--- config.mk ---
export PLATFORM = sky130hd
export DESIGN_NAME = mist_io_top
export DESIGN_NICKNAME = d
export VERILOG_FILES = /design/src/verilog/mist_io_pkg.sv /design/src/verilog/kms_fifo.sv /design/src/verilog/mist_io_top.sv /design/src/verilog/spi_frontend.sv /design/src/verilog/user_io_decoder.sv /design/src/verilog/video_out_stage.sv
export VERILOG_INCLUDE_DIRS = /design/src /design/src/verilog
export SDC_FILE = /design/constraint.sdc
export NUM_CORES = 1
export LEC_CHECK = 0
export BUFFER_PORTS_ARGS = -buffer_cell sky130_fd_sc_hd__buf_2
export CORE_ASPECT_RATIO = 1.5
export CORE_MARGIN = 4
export CORE_UTILIZATION = 63
export CTS_CLUSTER_SIZE = 30
export DETAILED_ROUTE_END_ITERATION = 8
export GPL_TIMING_DRIVEN = 0
export PLACE_DENSITY = 0.82
export SYNTH_ARGS = -nofsm -noshare
export SYNTH_HDL_FRONTEND = slang
export SYNTH_SLANG_ARGS = --single-unit
--- constraint.sdc ---
create_clock -name clk_28 -period 17.05 [get_ports clk_28]
set_clock_uncertainty 0.1 [all_clocks]
set_input_delay 1.705 -clock clk_28 [delete_from_list [all_inputs] [get_ports clk_28]]
set_output_delay 1.705 -clock clk_28 [all_outputs]
set_load 0.02 [all_outputs]
--- src/verilog/mist_io_macros.svh ---
// shared constants for the mist i/o shell, include wherever a command code or width is needed
`ifndef MIST_IO_MACROS_SVH
`define MIST_IO_MACROS_SVH

`define CMD_JOY0    8'h02   // joystick port 0, one byte
`define CMD_JOY1    8'h03   // joystick port 1, one byte
`define CMD_MOUSE   8'h04   // buttons, dx, dy
`define CMD_KEY     8'h05   // any number of key codes
`define CMD_CONFIG  8'h15   // low nibble is core config
`define CORE_ID     8'ha5   // aga core id
`define KMS_DEPTH   8       // event queue entries
`define RGB_W       8       // core colour width
`define VGA_W       6       // vga dac width
`define Y_R         77      // luma weights, sum is 256
`define Y_G         150
`define Y_B         29
`define PB_R        (-43)   // blue difference weights
`define PB_G        (-85)
`define PB_B        128
`define PR_R        128     // red difference weights
`define PR_G        (-107)
`define PR_B        (-21)
`endif

--- src/verilog/mist_io_pkg.sv ---
// shared types for the mist i/o shell, referenced by scoped name from every module
`include "mist_io_macros.svh"

package mist_io_pkg;

  typedef struct packed {
    logic       first;  // first byte since select fell
    logic [7:0] data;   // byte as shifted in, msb first
  } spi_byte_t;

  typedef enum logic [1:0] {
    KMS_MOUSE_X = 2'd0,
    KMS_MOUSE_Y = 2'd1,
    KMS_KEY     = 2'd2
  } kms_type_e;

  typedef struct packed {
    kms_type_e  kind;   // what the data byte means
    logic [7:0] data;   // key code or mouse delta
  } kms_event_t;

  typedef struct packed {
    logic [1:0] spare;
    logic       ypbpr;            // component output on vga port
    logic       scandoubler_off;  // 15khz video
  } core_cfg_t;

  typedef struct packed {
    logic [`RGB_W-1:0] r;
    logic [`RGB_W-1:0] g;
    logic [`RGB_W-1:0] b;
  } rgb_t;

  typedef struct packed {
    logic              hs;  // active low
    logic              vs;  // active low
    logic [`VGA_W-1:0] r;
    logic [`VGA_W-1:0] g;
    logic [`VGA_W-1:0] b;
  } vga_t;

endpackage

--- src/verilog/kms_fifo.sv ---
// keyboard and mouse event queue that drops new events when full and drains over valid/ready
`timescale 1ns/1ps
`include "mist_io_macros.svh"

module kms_fifo #(
  parameter int KMS_DEPTH = `KMS_DEPTH   // power of two
) (
  input  logic                    clk_28,
  input  logic                    reset,
  input  mist_io_pkg::kms_event_t ev,
  input  logic                    ev_push,
  input  logic                    kms_ready,
  output mist_io_pkg::kms_event_t kms,
  output logic                    kms_valid
);

  localparam int AW = $clog2(KMS_DEPTH);

  mist_io_pkg::kms_event_t mem [KMS_DEPTH];
  logic [AW-1:0] wr_ptr;
  logic [AW-1:0] rd_ptr;
  logic [AW:0]   count;
  logic          wr_en;    // push that fits
  logic          rd_en;    // handshake

  assign wr_en = ev_push && (count != (AW+1)'(KMS_DEPTH));
  assign rd_en = kms_valid && kms_ready;

  always_ff @(posedge clk_28) begin
    if (reset) begin
      wr_ptr <= '0;
      rd_ptr <= '0;
      count  <= '0;
    end else begin
      if (wr_en) wr_ptr <= wr_ptr + AW'(1);    // wraps at depth
      if (rd_en) rd_ptr <= rd_ptr + AW'(1);
      count <= count + (AW+1)'(wr_en) - (AW+1)'(rd_en);
    end
  end

  always_ff @(posedge clk_28) begin
    if (wr_en) mem[wr_ptr] <= ev;
  end

  assign kms       = mem[rd_ptr];              // head entry
  assign kms_valid = (count != '0);

  a_hold_stable : assert property (@(posedge clk_28) disable iff (reset)
    kms_valid && !kms_ready |=> $stable(kms))
    else $error("kms changed while stalled");

endmodule

--- src/verilog/mist_io_top.sv ---
// mist i/o shell top, connects spi frontend, command decoder, event queue and video stage
`timescale 1ns/1ps
`include "mist_io_macros.svh"

module mist_io_top (
  input  logic                    clk_28,
  input  logic                    reset,
  input  logic                    spi_sck,
  input  logic                    spi_mosi,
  input  logic                    conf_data0,   // user_io select
  input  logic                    kms_ready,
  input  mist_io_pkg::rgb_t       rgb,
  input  logic                    hs_n,
  input  logic                    vs_n,
  output logic                    spi_miso,
  output logic                    spi_miso_oe,
  output logic [7:0]              joya,
  output logic [7:0]              joyb,
  output logic [2:0]              mouse_buttons,
  output mist_io_pkg::core_cfg_t  core_cfg,
  output mist_io_pkg::kms_event_t kms,
  output logic                    kms_valid,
  output mist_io_pkg::vga_t       vga
);

  mist_io_pkg::spi_byte_t  rx_byte;
  logic                    rx_valid;
  logic [7:0]              tx_byte;   // reply for the next byte
  mist_io_pkg::kms_event_t ev;
  logic                    ev_push;

  ////////////////////////////////////////
  // host spi path
  ////////////////////////////////////////
  spi_frontend u_spi (
    .clk_28     (clk_28     ),
    .reset      (reset      ),
    .spi_sck    (spi_sck    ),
    .spi_mosi   (spi_mosi   ),
    .conf_data0 (conf_data0 ),
    .tx_byte    (tx_byte    ),
    .spi_miso   (spi_miso   ),
    .spi_miso_oe(spi_miso_oe),
    .rx_byte    (rx_byte    ),
    .rx_valid   (rx_valid   )
  );

  user_io_decoder u_dec (
    .clk_28       (clk_28       ),
    .reset        (reset        ),
    .rx_byte      (rx_byte      ),
    .rx_valid     (rx_valid     ),
    .tx_byte      (tx_byte      ),
    .joya         (joya         ),
    .joyb         (joyb         ),
    .mouse_buttons(mouse_buttons),
    .core_cfg     (core_cfg     ),
    .ev           (ev           ),
    .ev_push      (ev_push      )
  );

  kms_fifo #(.KMS_DEPTH(`KMS_DEPTH)) u_kms (
    .clk_28   (clk_28   ),
    .reset    (reset    ),
    .ev       (ev       ),
    .ev_push  (ev_push  ),
    .kms_ready(kms_ready),
    .kms      (kms      ),
    .kms_valid(kms_valid)
  );

  ////////////////////////////////////////
  // video path, fixed 2 cycles
  ////////////////////////////////////////
  video_out_stage u_vid (
    .clk_28  (clk_28  ),
    .reset   (reset   ),
    .rgb     (rgb     ),
    .hs_n    (hs_n    ),
    .vs_n    (vs_n    ),
    .core_cfg(core_cfg),
    .vga     (vga     )
  );

endmodule

--- src/verilog/spi_frontend.sv ---
// host spi slave in the clk_28 domain, delivers received bytes and shifts the reply byte out
`timescale 1ns/1ps

module spi_frontend (
  input  logic                  clk_28,
  input  logic                  reset,
  input  logic                  spi_sck,
  input  logic                  spi_mosi,
  input  logic                  conf_data0,   // active low select
  input  logic [7:0]            tx_byte,
  output logic                  spi_miso,
  output logic                  spi_miso_oe,
  output mist_io_pkg::spi_byte_t rx_byte,
  output logic                  rx_valid
);

  logic [2:0] sck_q;    // two sync flops plus edge history
  logic [1:0] mosi_q;   // lines up with sck_q[1]
  logic [2:0] ss_q;
  logic       ss_n;     // synchronized select
  logic       sck_rise;
  logic       sck_fall;
  logic       ss_fall;
  logic [2:0] bit_cnt;
  logic [6:0] rx_sr;
  logic [7:0] rx_data;
  logic [7:0] tx_sr;
  logic       first_q;  // window still at its command byte

  ////////////////////////////////////////
  // pin synchronizers and edges
  ////////////////////////////////////////
  always_ff @(posedge clk_28) begin
    if (reset) begin
      sck_q  <= '0;
      mosi_q <= '0;
      ss_q   <= '1;     // deselected
    end else begin
      sck_q  <= {sck_q[1:0], spi_sck};
      mosi_q <= {mosi_q[0], spi_mosi};
      ss_q   <= {ss_q[1:0], conf_data0};
    end
  end

  assign ss_n     = ss_q[1];
  assign sck_rise = sck_q[1] & ~sck_q[2];
  assign sck_fall = ~sck_q[1] & sck_q[2];
  assign ss_fall  = ss_q[2] & ~ss_q[1];

  ////////////////////////////////////////
  // receive side
  ////////////////////////////////////////
  always_ff @(posedge clk_28) begin
    if (reset) begin
      bit_cnt  <= '0;
      rx_valid <= 1'b0;
      first_q  <= 1'b1;
    end else begin
      rx_valid <= 1'b0;
      if (ss_n) begin
        bit_cnt <= '0;                         // realign on every window
        first_q <= 1'b1;
      end else begin
        if (rx_valid) first_q <= 1'b0;         // drops after the command byte
        if (sck_rise) begin
          bit_cnt <= bit_cnt + 3'd1;
          if (bit_cnt == 3'd7) rx_valid <= 1'b1;
        end
      end
    end
  end

  always_ff @(posedge clk_28) begin
    if (sck_rise && !ss_n) begin
      rx_sr <= {rx_sr[5:0], mosi_q[1]};
      if (bit_cnt == 3'd7) rx_data <= {rx_sr, mosi_q[1]};  // eighth bit completes the byte
    end
  end

  assign rx_byte.first = first_q;
  assign rx_byte.data  = rx_data;

  ////////////////////////////////////////
  // transmit side
  ////////////////////////////////////////
  always_ff @(posedge clk_28) begin
    if (ss_fall) begin
      tx_sr <= tx_byte;                        // msb ready before first rise
    end else if (sck_fall && !ss_n) begin
      tx_sr <= (bit_cnt == 3'd0) ? tx_byte : {tx_sr[6:0], 1'b0};
    end
  end

  assign spi_miso    = tx_sr[7];
  assign spi_miso_oe = ~ss_n;

  a_rx_in_window : assert property (@(posedge clk_28) disable iff (reset)
    rx_valid |-> !ss_n)
    else $error("rx_valid outside select window");

endmodule

--- src/verilog/user_io_decoder.sv ---
// user_io command decoder that turns received spi bytes into control registers and kms events
`timescale 1ns/1ps
`include "mist_io_macros.svh"

module user_io_decoder (
  input  logic                   clk_28,
  input  logic                   reset,
  input  mist_io_pkg::spi_byte_t rx_byte,
  input  logic                   rx_valid,
  output logic [7:0]             tx_byte,
  output logic [7:0]             joya,
  output logic [7:0]             joyb,
  output logic [2:0]             mouse_buttons,
  output mist_io_pkg::core_cfg_t core_cfg,
  output mist_io_pkg::kms_event_t ev,
  output logic                   ev_push
);

  logic [7:0] cmd;      // current command of the window
  logic [1:0] idx;      // saturating payload byte index
  logic       payload;  // non-command byte arrived

  assign payload = rx_valid & ~rx_byte.first;

  // id only while the command byte is on the wire
  assign tx_byte = rx_byte.first ? `CORE_ID : 8'h00;

  ////////////////////////////////////////
  // command fsm and registers
  ////////////////////////////////////////
  always_ff @(posedge clk_28) begin
    if (reset) begin
      cmd           <= '0;
      idx           <= '0;
      joya          <= '0;
      joyb          <= '0;
      mouse_buttons <= '0;
      core_cfg      <= '0;
      ev_push       <= 1'b0;
    end else begin
      ev_push <= 1'b0;
      if (rx_valid && rx_byte.first) begin
        cmd <= rx_byte.data;                   // new command
        idx <= '0;
      end else if (payload) begin
        if (idx != 2'd3) idx <= idx + 2'd1;
        case (cmd)
          `CMD_JOY0:   joya <= rx_byte.data;
          `CMD_JOY1:   joyb <= rx_byte.data;
          `CMD_CONFIG: core_cfg <= mist_io_pkg::core_cfg_t'(rx_byte.data[3:0]);
          `CMD_MOUSE: begin
            if (idx == 2'd0) mouse_buttons <= rx_byte.data[2:0];
            if (idx == 2'd1 || idx == 2'd2) ev_push <= 1'b1;  // dx and dy
          end
          `CMD_KEY:    ev_push <= 1'b1;         // every byte is a key
          default: ;                            // unknown commands ignored
        endcase
      end
    end
  end

  ////////////////////////////////////////
  // event payload
  ////////////////////////////////////////
  always_ff @(posedge clk_28) begin
    if (payload) begin
      ev.data <= rx_byte.data;
      if (cmd == `CMD_KEY) begin
        ev.kind <= mist_io_pkg::KMS_KEY;
      end else if (idx == 2'd1) begin
        ev.kind <= mist_io_pkg::KMS_MOUSE_X;
      end else begin
        ev.kind <= mist_io_pkg::KMS_MOUSE_Y;
      end
    end
  end

  // a push belongs to a single cycle byte pulse
  a_push_after_byte : assert property (@(posedge clk_28) disable iff (reset)
    ev_push |-> $past(rx_valid) && !rx_valid)
    else $error("event pushed without a single cycle byte pulse");

endmodule

--- src/verilog/video_out_stage.sv ---
// two stage vga output, optional ypbpr matrix, 6 bit truncation and sync shaping
`timescale 1ns/1ps
`include "mist_io_macros.svh"

module video_out_stage (
  input  logic                   clk_28,
  input  logic                   reset,
  input  mist_io_pkg::rgb_t      rgb,
  input  logic                   hs_n,
  input  logic                   vs_n,
  input  mist_io_pkg::core_cfg_t core_cfg,
  output mist_io_pkg::vga_t      vga
);

  mist_io_pkg::rgb_t  rgb_q;
  logic signed [17:0] y_q;     // sums scaled by 256
  logic signed [17:0] pb_q;
  logic signed [17:0] pr_q;
  logic               ypbpr_q;
  logic               hs_q;
  logic               vs_q;
  logic [7:0]         pr_c;    // clamped pr
  logic [7:0]         pb_c;    // clamped pb

  // clamped back to 8 bits around the 128 offset
  function automatic logic [7:0] clamp_off(input logic signed [17:0] s);
    logic signed [10:0] v;
    v = 11'(s >>> 8) + 11'sd128;
    if (v < 0) return 8'd0;
    if (v > 255) return 8'd255;
    return v[7:0];
  endfunction

  assign pr_c = clamp_off(pr_q);
  assign pb_c = clamp_off(pb_q);

  ////////////////////////////////////////
  // stage 1 input register and matrix
  ////////////////////////////////////////
  always_ff @(posedge clk_28) begin
    if (reset) begin
      ypbpr_q <= 1'b0;
      hs_q    <= 1'b1;   // inactive
      vs_q    <= 1'b1;
    end else begin
      ypbpr_q <= core_cfg.ypbpr;
      hs_q    <= hs_n;
      vs_q    <= vs_n;
    end
  end

  always_ff @(posedge clk_28) begin
    rgb_q <= rgb;
    if (core_cfg.ypbpr) begin  // matrix idles in rgb mode
      y_q  <= 18'(`Y_R * rgb.r + `Y_G * rgb.g + `Y_B * rgb.b);
      pb_q <= 18'(`PB_R * $signed({1'b0, rgb.r}) + `PB_G * $signed({1'b0, rgb.g})
                  + `PB_B * $signed({1'b0, rgb.b}));
      pr_q <= 18'(`PR_R * $signed({1'b0, rgb.r}) + `PR_G * $signed({1'b0, rgb.g})
                  + `PR_B * $signed({1'b0, rgb.b}));
    end
  end

  ////////////////////////////////////////
  // stage 2 channel map and syncs
  ////////////////////////////////////////
  always_ff @(posedge clk_28) begin
    if (reset) begin
      vga.hs <= 1'b1;
      vga.vs <= 1'b1;
    end else begin
      vga.hs <= ypbpr_q ? (hs_q & vs_q) : hs_q;  // composite sync on hs
      vga.vs <= ypbpr_q ? 1'b1 : vs_q;
    end
  end

  always_ff @(posedge clk_28) begin
    if (ypbpr_q) begin
      vga.r <= pr_c[7 -: `VGA_W];                // pr on red
      vga.g <= y_q[15 -: `VGA_W];                 // luma never exceeds 255
      vga.b <= pb_c[7 -: `VGA_W];                // pb on blue
    end else begin
      vga.r <= rgb_q.r[`RGB_W-1 -: `VGA_W];
      vga.g <= rgb_q.g[`RGB_W-1 -: `VGA_W];
      vga.b <= rgb_q.b[`RGB_W-1 -: `VGA_W];
    end
  end

endmodule
**Word-level counts from Yosys, hierarchy flattened**

Memory sizes are Yosys's and may differ from the RTL's. A register that Yosys moved wholly into a read port is not among the register bits.
Cells that the tools add are included.

- Register bits: 189
- Bits in writable memories: 80
- Input bits: 32
- Output and inout port bits: 56
- Logic and storage cells: 135
- Memories kept: 1

Memories:

| name | words | bits a word | read ports | clocked after memory_dff | write ports | RTL line | RTL |
|---|---|---|---|---|---|---|---|
| u_kms.mem | 8 | 10 | 1 | 1 | 1 | kms_fifo.sv:19 | `mist_io_pkg::kms_event_t mem [KMS_DEPTH];` |

- $add $sub $neg: 14
- Multipliers: 7
- Magnitude comparators: 4
- Equality and inequality tests: 10
- Multiplexer cells: 28
- Bitwise logic cells: 12
- Reduce and logical (&&, ||, !) cells: 22

Operators by type and width:

| cell | number |
|---|---|
| 2-to-1 mux 8 bit | 12 |
| adder 18 bit | 2 |
| multiplier 8 x 9 -> 17 bit (first input constant) | 2 |
| multiplier 7 x 8 -> 15 bit (first input constant) | 2 |
| adder 10 x 9 -> 11 bit (second input constant) | 2 |
| > comparator 11 x 9 -> 1 bit (second input constant) | 2 |
| less-than comparator 11 x 1 -> 1 bit (second input constant) | 2 |
| adder 16 x 18 -> 18 bit | 1 |
| adder 18 x 16 -> 18 bit | 1 |
| 2-to-1 mux 18 bit | 1 |
| adder 15 x 16 -> 16 bit | 1 |
| adder 16 x 13 -> 16 bit | 1 |
| == test 8 x 2 -> 1 bit (second input constant) | 2 |
| == test 8 x 3 -> 1 bit (second input constant) | 2 |
| multiplier 7 x 9 -> 16 bit (first input constant) | 1 |
| multiplier 6 x 9 -> 15 bit (first input constant) | 1 |
| multiplier 5 x 8 -> 13 bit (first input constant) | 1 |
| 2-to-1 mux 1 bit | 12 |
| adder 3 x 1 -> 3 bit (second input constant) | 3 |
| AND reduction 3 bit | 3 |
| == test 8 x 5 -> 1 bit (second input constant) | 1 |
| inverter 1 bit | 7 |
| 2-to-1 mux 3 bit | 2 |
| OR reduction 2 bit | 3 |
| other kinds (20) | 30 |

**Logic depth before layout (Yosys ltp)**

- Depth after elaboration: 7
- Gate-level depth with buffers: 26
- Depth with buffers taken out: 26

**By module**

From an unflattened synthesis, not the netlist that was laid out.

- Cell total of the unflattened synthesis: 1403
- Area, all modules: 16891.2 um^2

By module, submodules not included:

| module | times used | cells each | area an instance (um^2) | seq. area each (um^2) |
|---|---|---|---|---|
| video_out_stage | 1 | 961 | 9953.3 | 1601.5 |
| kms_fifo | 1 | 194 | 3804.9 | 2662.6 |
| user_io_decoder | 1 | 169 | 1848.0 | 980.9 |
| spi_frontend | 1 | 79 | 1285.0 | 950.9 |

**Least setup slack after synthesis**

OpenSTA, ideal clock, no wires.

- Path kind: input-to-reg
- Start: input rgb[12] in the netlist's numbering
- End: register u_vid.y_q[15], data pin
- Library setup time: 0.260 ns
- Arrival: 7.349 ns
- Required time: 16.690 ns
- Slack: 9.342 ns
- Stages: 23
- Path buffers: 0
- Cells stage by stage: inv_1 > ha_1 > inv_1 > ha_1 > inv_1 > fa_1 > fa_1 > inv_1 > ha_1 > xnor2_1 > fa_1 > fa_1 > inv_1 > fa_1 > fa_1 > inv_1 > ha_1 > a21o_1 > a21oi_1 > a311oi_1 > a311oi_1 > xor2_1 > xnor2_1

- Word-level cells in the longest chain between the ends: 3

RTL lines:

| what | RTL line | RTL |
|---|---|---|
| start: declaration | mist_io_top.sv:12 | `input mist_io_pkg::rgb_t rgb,` |
| multiplier 7 x 8 -> 15 bit (no source line) | -- |  |
| adder 15 x 16 -> 16 bit (no source line) | -- |  |
| adder 16 x 13 -> 16 bit (no source line) | -- |  |
| end signal: assignment | video_out_stage.sv:55 | `` y_q <= 18'(`Y_R * rgb.r + `Y_G * rgb.g + `Y_B * rgb.b); `` |
| end: declaration | video_out_stage.sv:16 | `logic signed [17:0] y_q;` |

No other way between the ends.
A chain may end at the register's enable or synchronous reset.

**Worst setup path after layout**

Ends and elaborated chain as after synthesis.

==> summary.md <==
| Metric | Value |
|---|---|
| Status | `completed` |
| Number of synthesized register bits | `240` |
| Worst R2R Start | `u_kms.count[2]` |
| Syn nets | `2,030` |
| Hold Path Stages | `1` |
| Reg2Reg Depth | `5` |
| Multi-input logic area | `10,300 um^2` |
| Iter 0 DRT Violations | `599` |
| Clk root buf | `clkbuf_16` |
| Top post-synthesis cells by area | `edfxtp_1 24%, ha_1 22%, fa_1 13%` |
| Core area | `27,400 um^2` |
| Via-to-Cell Ratio | `a little under 6` |
| DRT antenna net count | `0` |
| Final Max Tran Viols | `0` |
| Max Fclk | `118 MHz` |
| Hold Path End | `u_spi.ss_q[1]` |
| Reg2Reg Capture Point | `u_kms.mem[7][0]` |
| Hold path start | `u_spi.ss_q[0]` |
| Vias in the first global route | `12.5k` |
| Pint | `about 1900 uW` |
| Cts bufs inserted | `22` |
| Most frequent cells in the layout | `306 x ha_1, 273 x inv_1, 139 x edfxtp_1` |
| Starting Density | `0.642` |
| Yosys warns | `0` |
| Nets | `2,141` |
| Setup violations, final | `0` |
| Wire per inst | `between 15 and 20 um` |
| Reg-to-reg slack, setup | `14,390 ps` |
| Crit path max fanout | `10` |
| Fin crit share | `0.495` |
| TritonCTS clock tree | `yes` |
| Unrepaired setup endpoints after global routing | `no` |
| Clock Pin Slew Worst Setup and Hold Paths | `approximately 70 ps` |
| PortBufs | `87` |
| Avg Inst Size Synth | `roughly 11 um^2` |
| Worst-margin pin slew | `1280 ps` |
| Pre-CTS WS | `8140 ps` |
| Post-synth top area cell | `edfxtp_1` |
| WP data required | `17,210 ps` |
| Post-synth EDFFs | `139` |
| Sw Pwr | `roughly 1400 uW` |
| Most common cell after layout, fill and taps aside | `ha_1` |
| Initial antenna violation count | `0` |
| Post-Syn Area | `17,600 um^2` |
| WS Path Type | `in -> reg` |
| Final WS setup | `8610 ps` |
| Setup total negative slack | `0 ps` |
| Synth-to-layout area growth | `9.05%` |
| Grt ovf | `0` |
| Via count | `approximately 12k` |
| Netlist cell types | `between 60 and 70` |
| First-pass GRT wire length | `61.6 mm` |
| Register area | `6200 um^2` |
| Slew HR | `0.138` |
| Combinational group share of total power | `0.638` |
| WL final | `38.1 mm` |
| Clock Tree Buf Depth | `3` |
| Cts hold-fix bufs | `0` |
| GRT Total Usage | `0.256` |
| Fillers | `1,999` |
| P_leak | `0.00899 uW` |
| DRC | `0` |
| Sequential area share after synthesis | `0.352` |
| Clk Latency, worst-skew pair | `520 ps` |
| Share of cells above drive strength 1 | `0.110` |
| Die area | `30,700 um^2` |
| Async SR Flop Fraction | `0` |
| Switch share | `0.423` |
| Critical path startpoint category | `input pin` |
| Cell Pwr Density | `173 nW/um^2` |
| Sequential power share | `0.218` |
| Setup bufs post-CTS | `0` |
| Row cnt | `74` |
| Cell count after synthesis | `1,577` |
| Peak supply drop | `0.125 mV` |
| Die Wd | `approximately 140 um` |
| Hold Vio Cnt, Final | `0` |
| Io pins | `88` |
| Post-CTS Resized | `0` |
| Min-delay worst type | `reg -> reg` |
| Clock sink total | `240` |
| Largest net degree at the start of global routing | `30` |
| Max-cap viol count | `0` |
| Primary FF master, synth | `edfxtp_1` |
| Yosys top cell area share | `0.237` |
| CP arrival | `8600 ps` |
| CP endpoint kind | `flip-flop` |
| Clock power frac | `0.143` |
| Vert. Die Dim | `213 um` |
| CTS H-tree lvls | `1` |
| Final Critical Period | `8440 ps` |
| GP Congestion | `between 0.9 and 1` |
| Hpwl dp | `just over 30 mm` |
| Pre-antenna DRT Iters | `6` |
## worst max-delay path, cell delays in order
cell	delay [ps]
buf_2	300
inv_1	170
ha_1	390
inv_1	60
ha_1	270
inv_1	50
fa_1	490
fa_1	520
inv_1	50
ha_1	350
xnor2_1	290
fa_1	490
fa_1	530
inv_1	50
fa_1	480
fa_1	560
inv_1	50
ha_1	290
a21o_1	180
a21oi_1	370
a311oi_1	250
a311oi_1	370
xor2_1	210
xnor2_1	90
## state kept, by name, summed over array words and instances, names as in the netlist, 4 cells and up, named ones only
name,count
u_dec.cmd,8
u_dec.ev,10
u_vid.pr_q,10
u_spi.tx_sr,8
u_vid.rgb_q,18
u_dec.core_cfg,4
u_vid.pb_q,10
u_kms.mem,80
u_vid.vga,20
u_dec.joya,8
u_spi.rx_sr,7
u_dec.joyb,8
u_kms.count,4
u_vid.y_q,6
u_spi.rx_data,8
## cells by family (layout without fill, tap and decap cells)
family                     after synthesis  in the layout  synth area share
adders and majority gates              421            421             0.348
and+or+nand+nor                        309            309            0.0830
buffers and inverters                  290            417            0.0623
DFF                                    240            240             0.352
AOI/OAI and AO/OA                      186            186            0.0698
xor gates and xnor gates                70             70            0.0348
muxes                                   61             61            0.0500
other                                    0              1                 0
## synth_stat cells, drive strengths merged, types with 9 or more instances
master,number
ha,306
inv,273
edfxtp,139
fa,115
nor2,114
dfxtp,101
a21oi,63
nand2,56
xnor2,38
xor2,32
nor3,31
o21ai,26
mux2i,25
nor2b,24
a21o,20
mux4,20
nand2b,20
nand3,17
mux2,16
o21a,15
o22ai,14
clkbuf,9
or2,9
## final cells by class
| class | instances | area share |
|---|---|---|
| clock buffer | 24 | 0.0307 |
| multi-input combinational | 1047 | 0.538 |
| antenna | 1 | 0.000130 |
| timing repair buffer | 87 | 0.0227 |
| inverter | 273 | 0.0534 |
| clock inverter | 16 | 0.00658 |
| buffer | 17 | 0.00371 |
| tap | 342 | 0.0223 |
| sequential | 240 | 0.323 |
## worst max path at each step
stage                          to  startpoint
global placement    u_vid.y_q[15]     rgb[12]
detailed placement  u_vid.y_q[15]     rgb[12]
CTS                 u_vid.y_q[15]     rgb[12]
global route        u_vid.y_q[15]     rgb[12]
finish              u_vid.y_q[15]     rgb[12]
floorplan           u_vid.y_q[15]     rgb[12]
## per-layer routing
metal | vias to the layer above | part of all wire | track usage
li1 | 5611 | - | -
met1 | 5839 | 0.35 | 0.269
met2 | 296 | 0.57 | 0.506
met3 | 92 | 0.038 | 0.0226
met4 | 0 | 0.046 | 0.110
met5 | - | 0 | 0
## power by group through the flow
stage / clock network, uW / registers (uW) / logic (uW)
final: 476 / 725 / 2120
after global routing: 505 / 726 / 2410
after floorplan: 0 / 739 / 1640
after detailed placement: 0 / 738 / 2100
after global placement: 0 / 737 / 2020
after CTS: 483 / 725 / 2130
## stage by stage
step	area, um^2	utilization	hold WS [ps]	cells	power [uW]
finish	19200	0.701	320	2047	3320
detailed placement	18500	0.674	301	2006	2840
CTS	19200	0.700	321	2046	3340
global placement	18500	0.674	297	2006	2760
floorplan	17600	-	289	1577	2380
global route	19200	0.700	342	2046	3640
No activity file was read; power rests on OpenSTA's default activity.
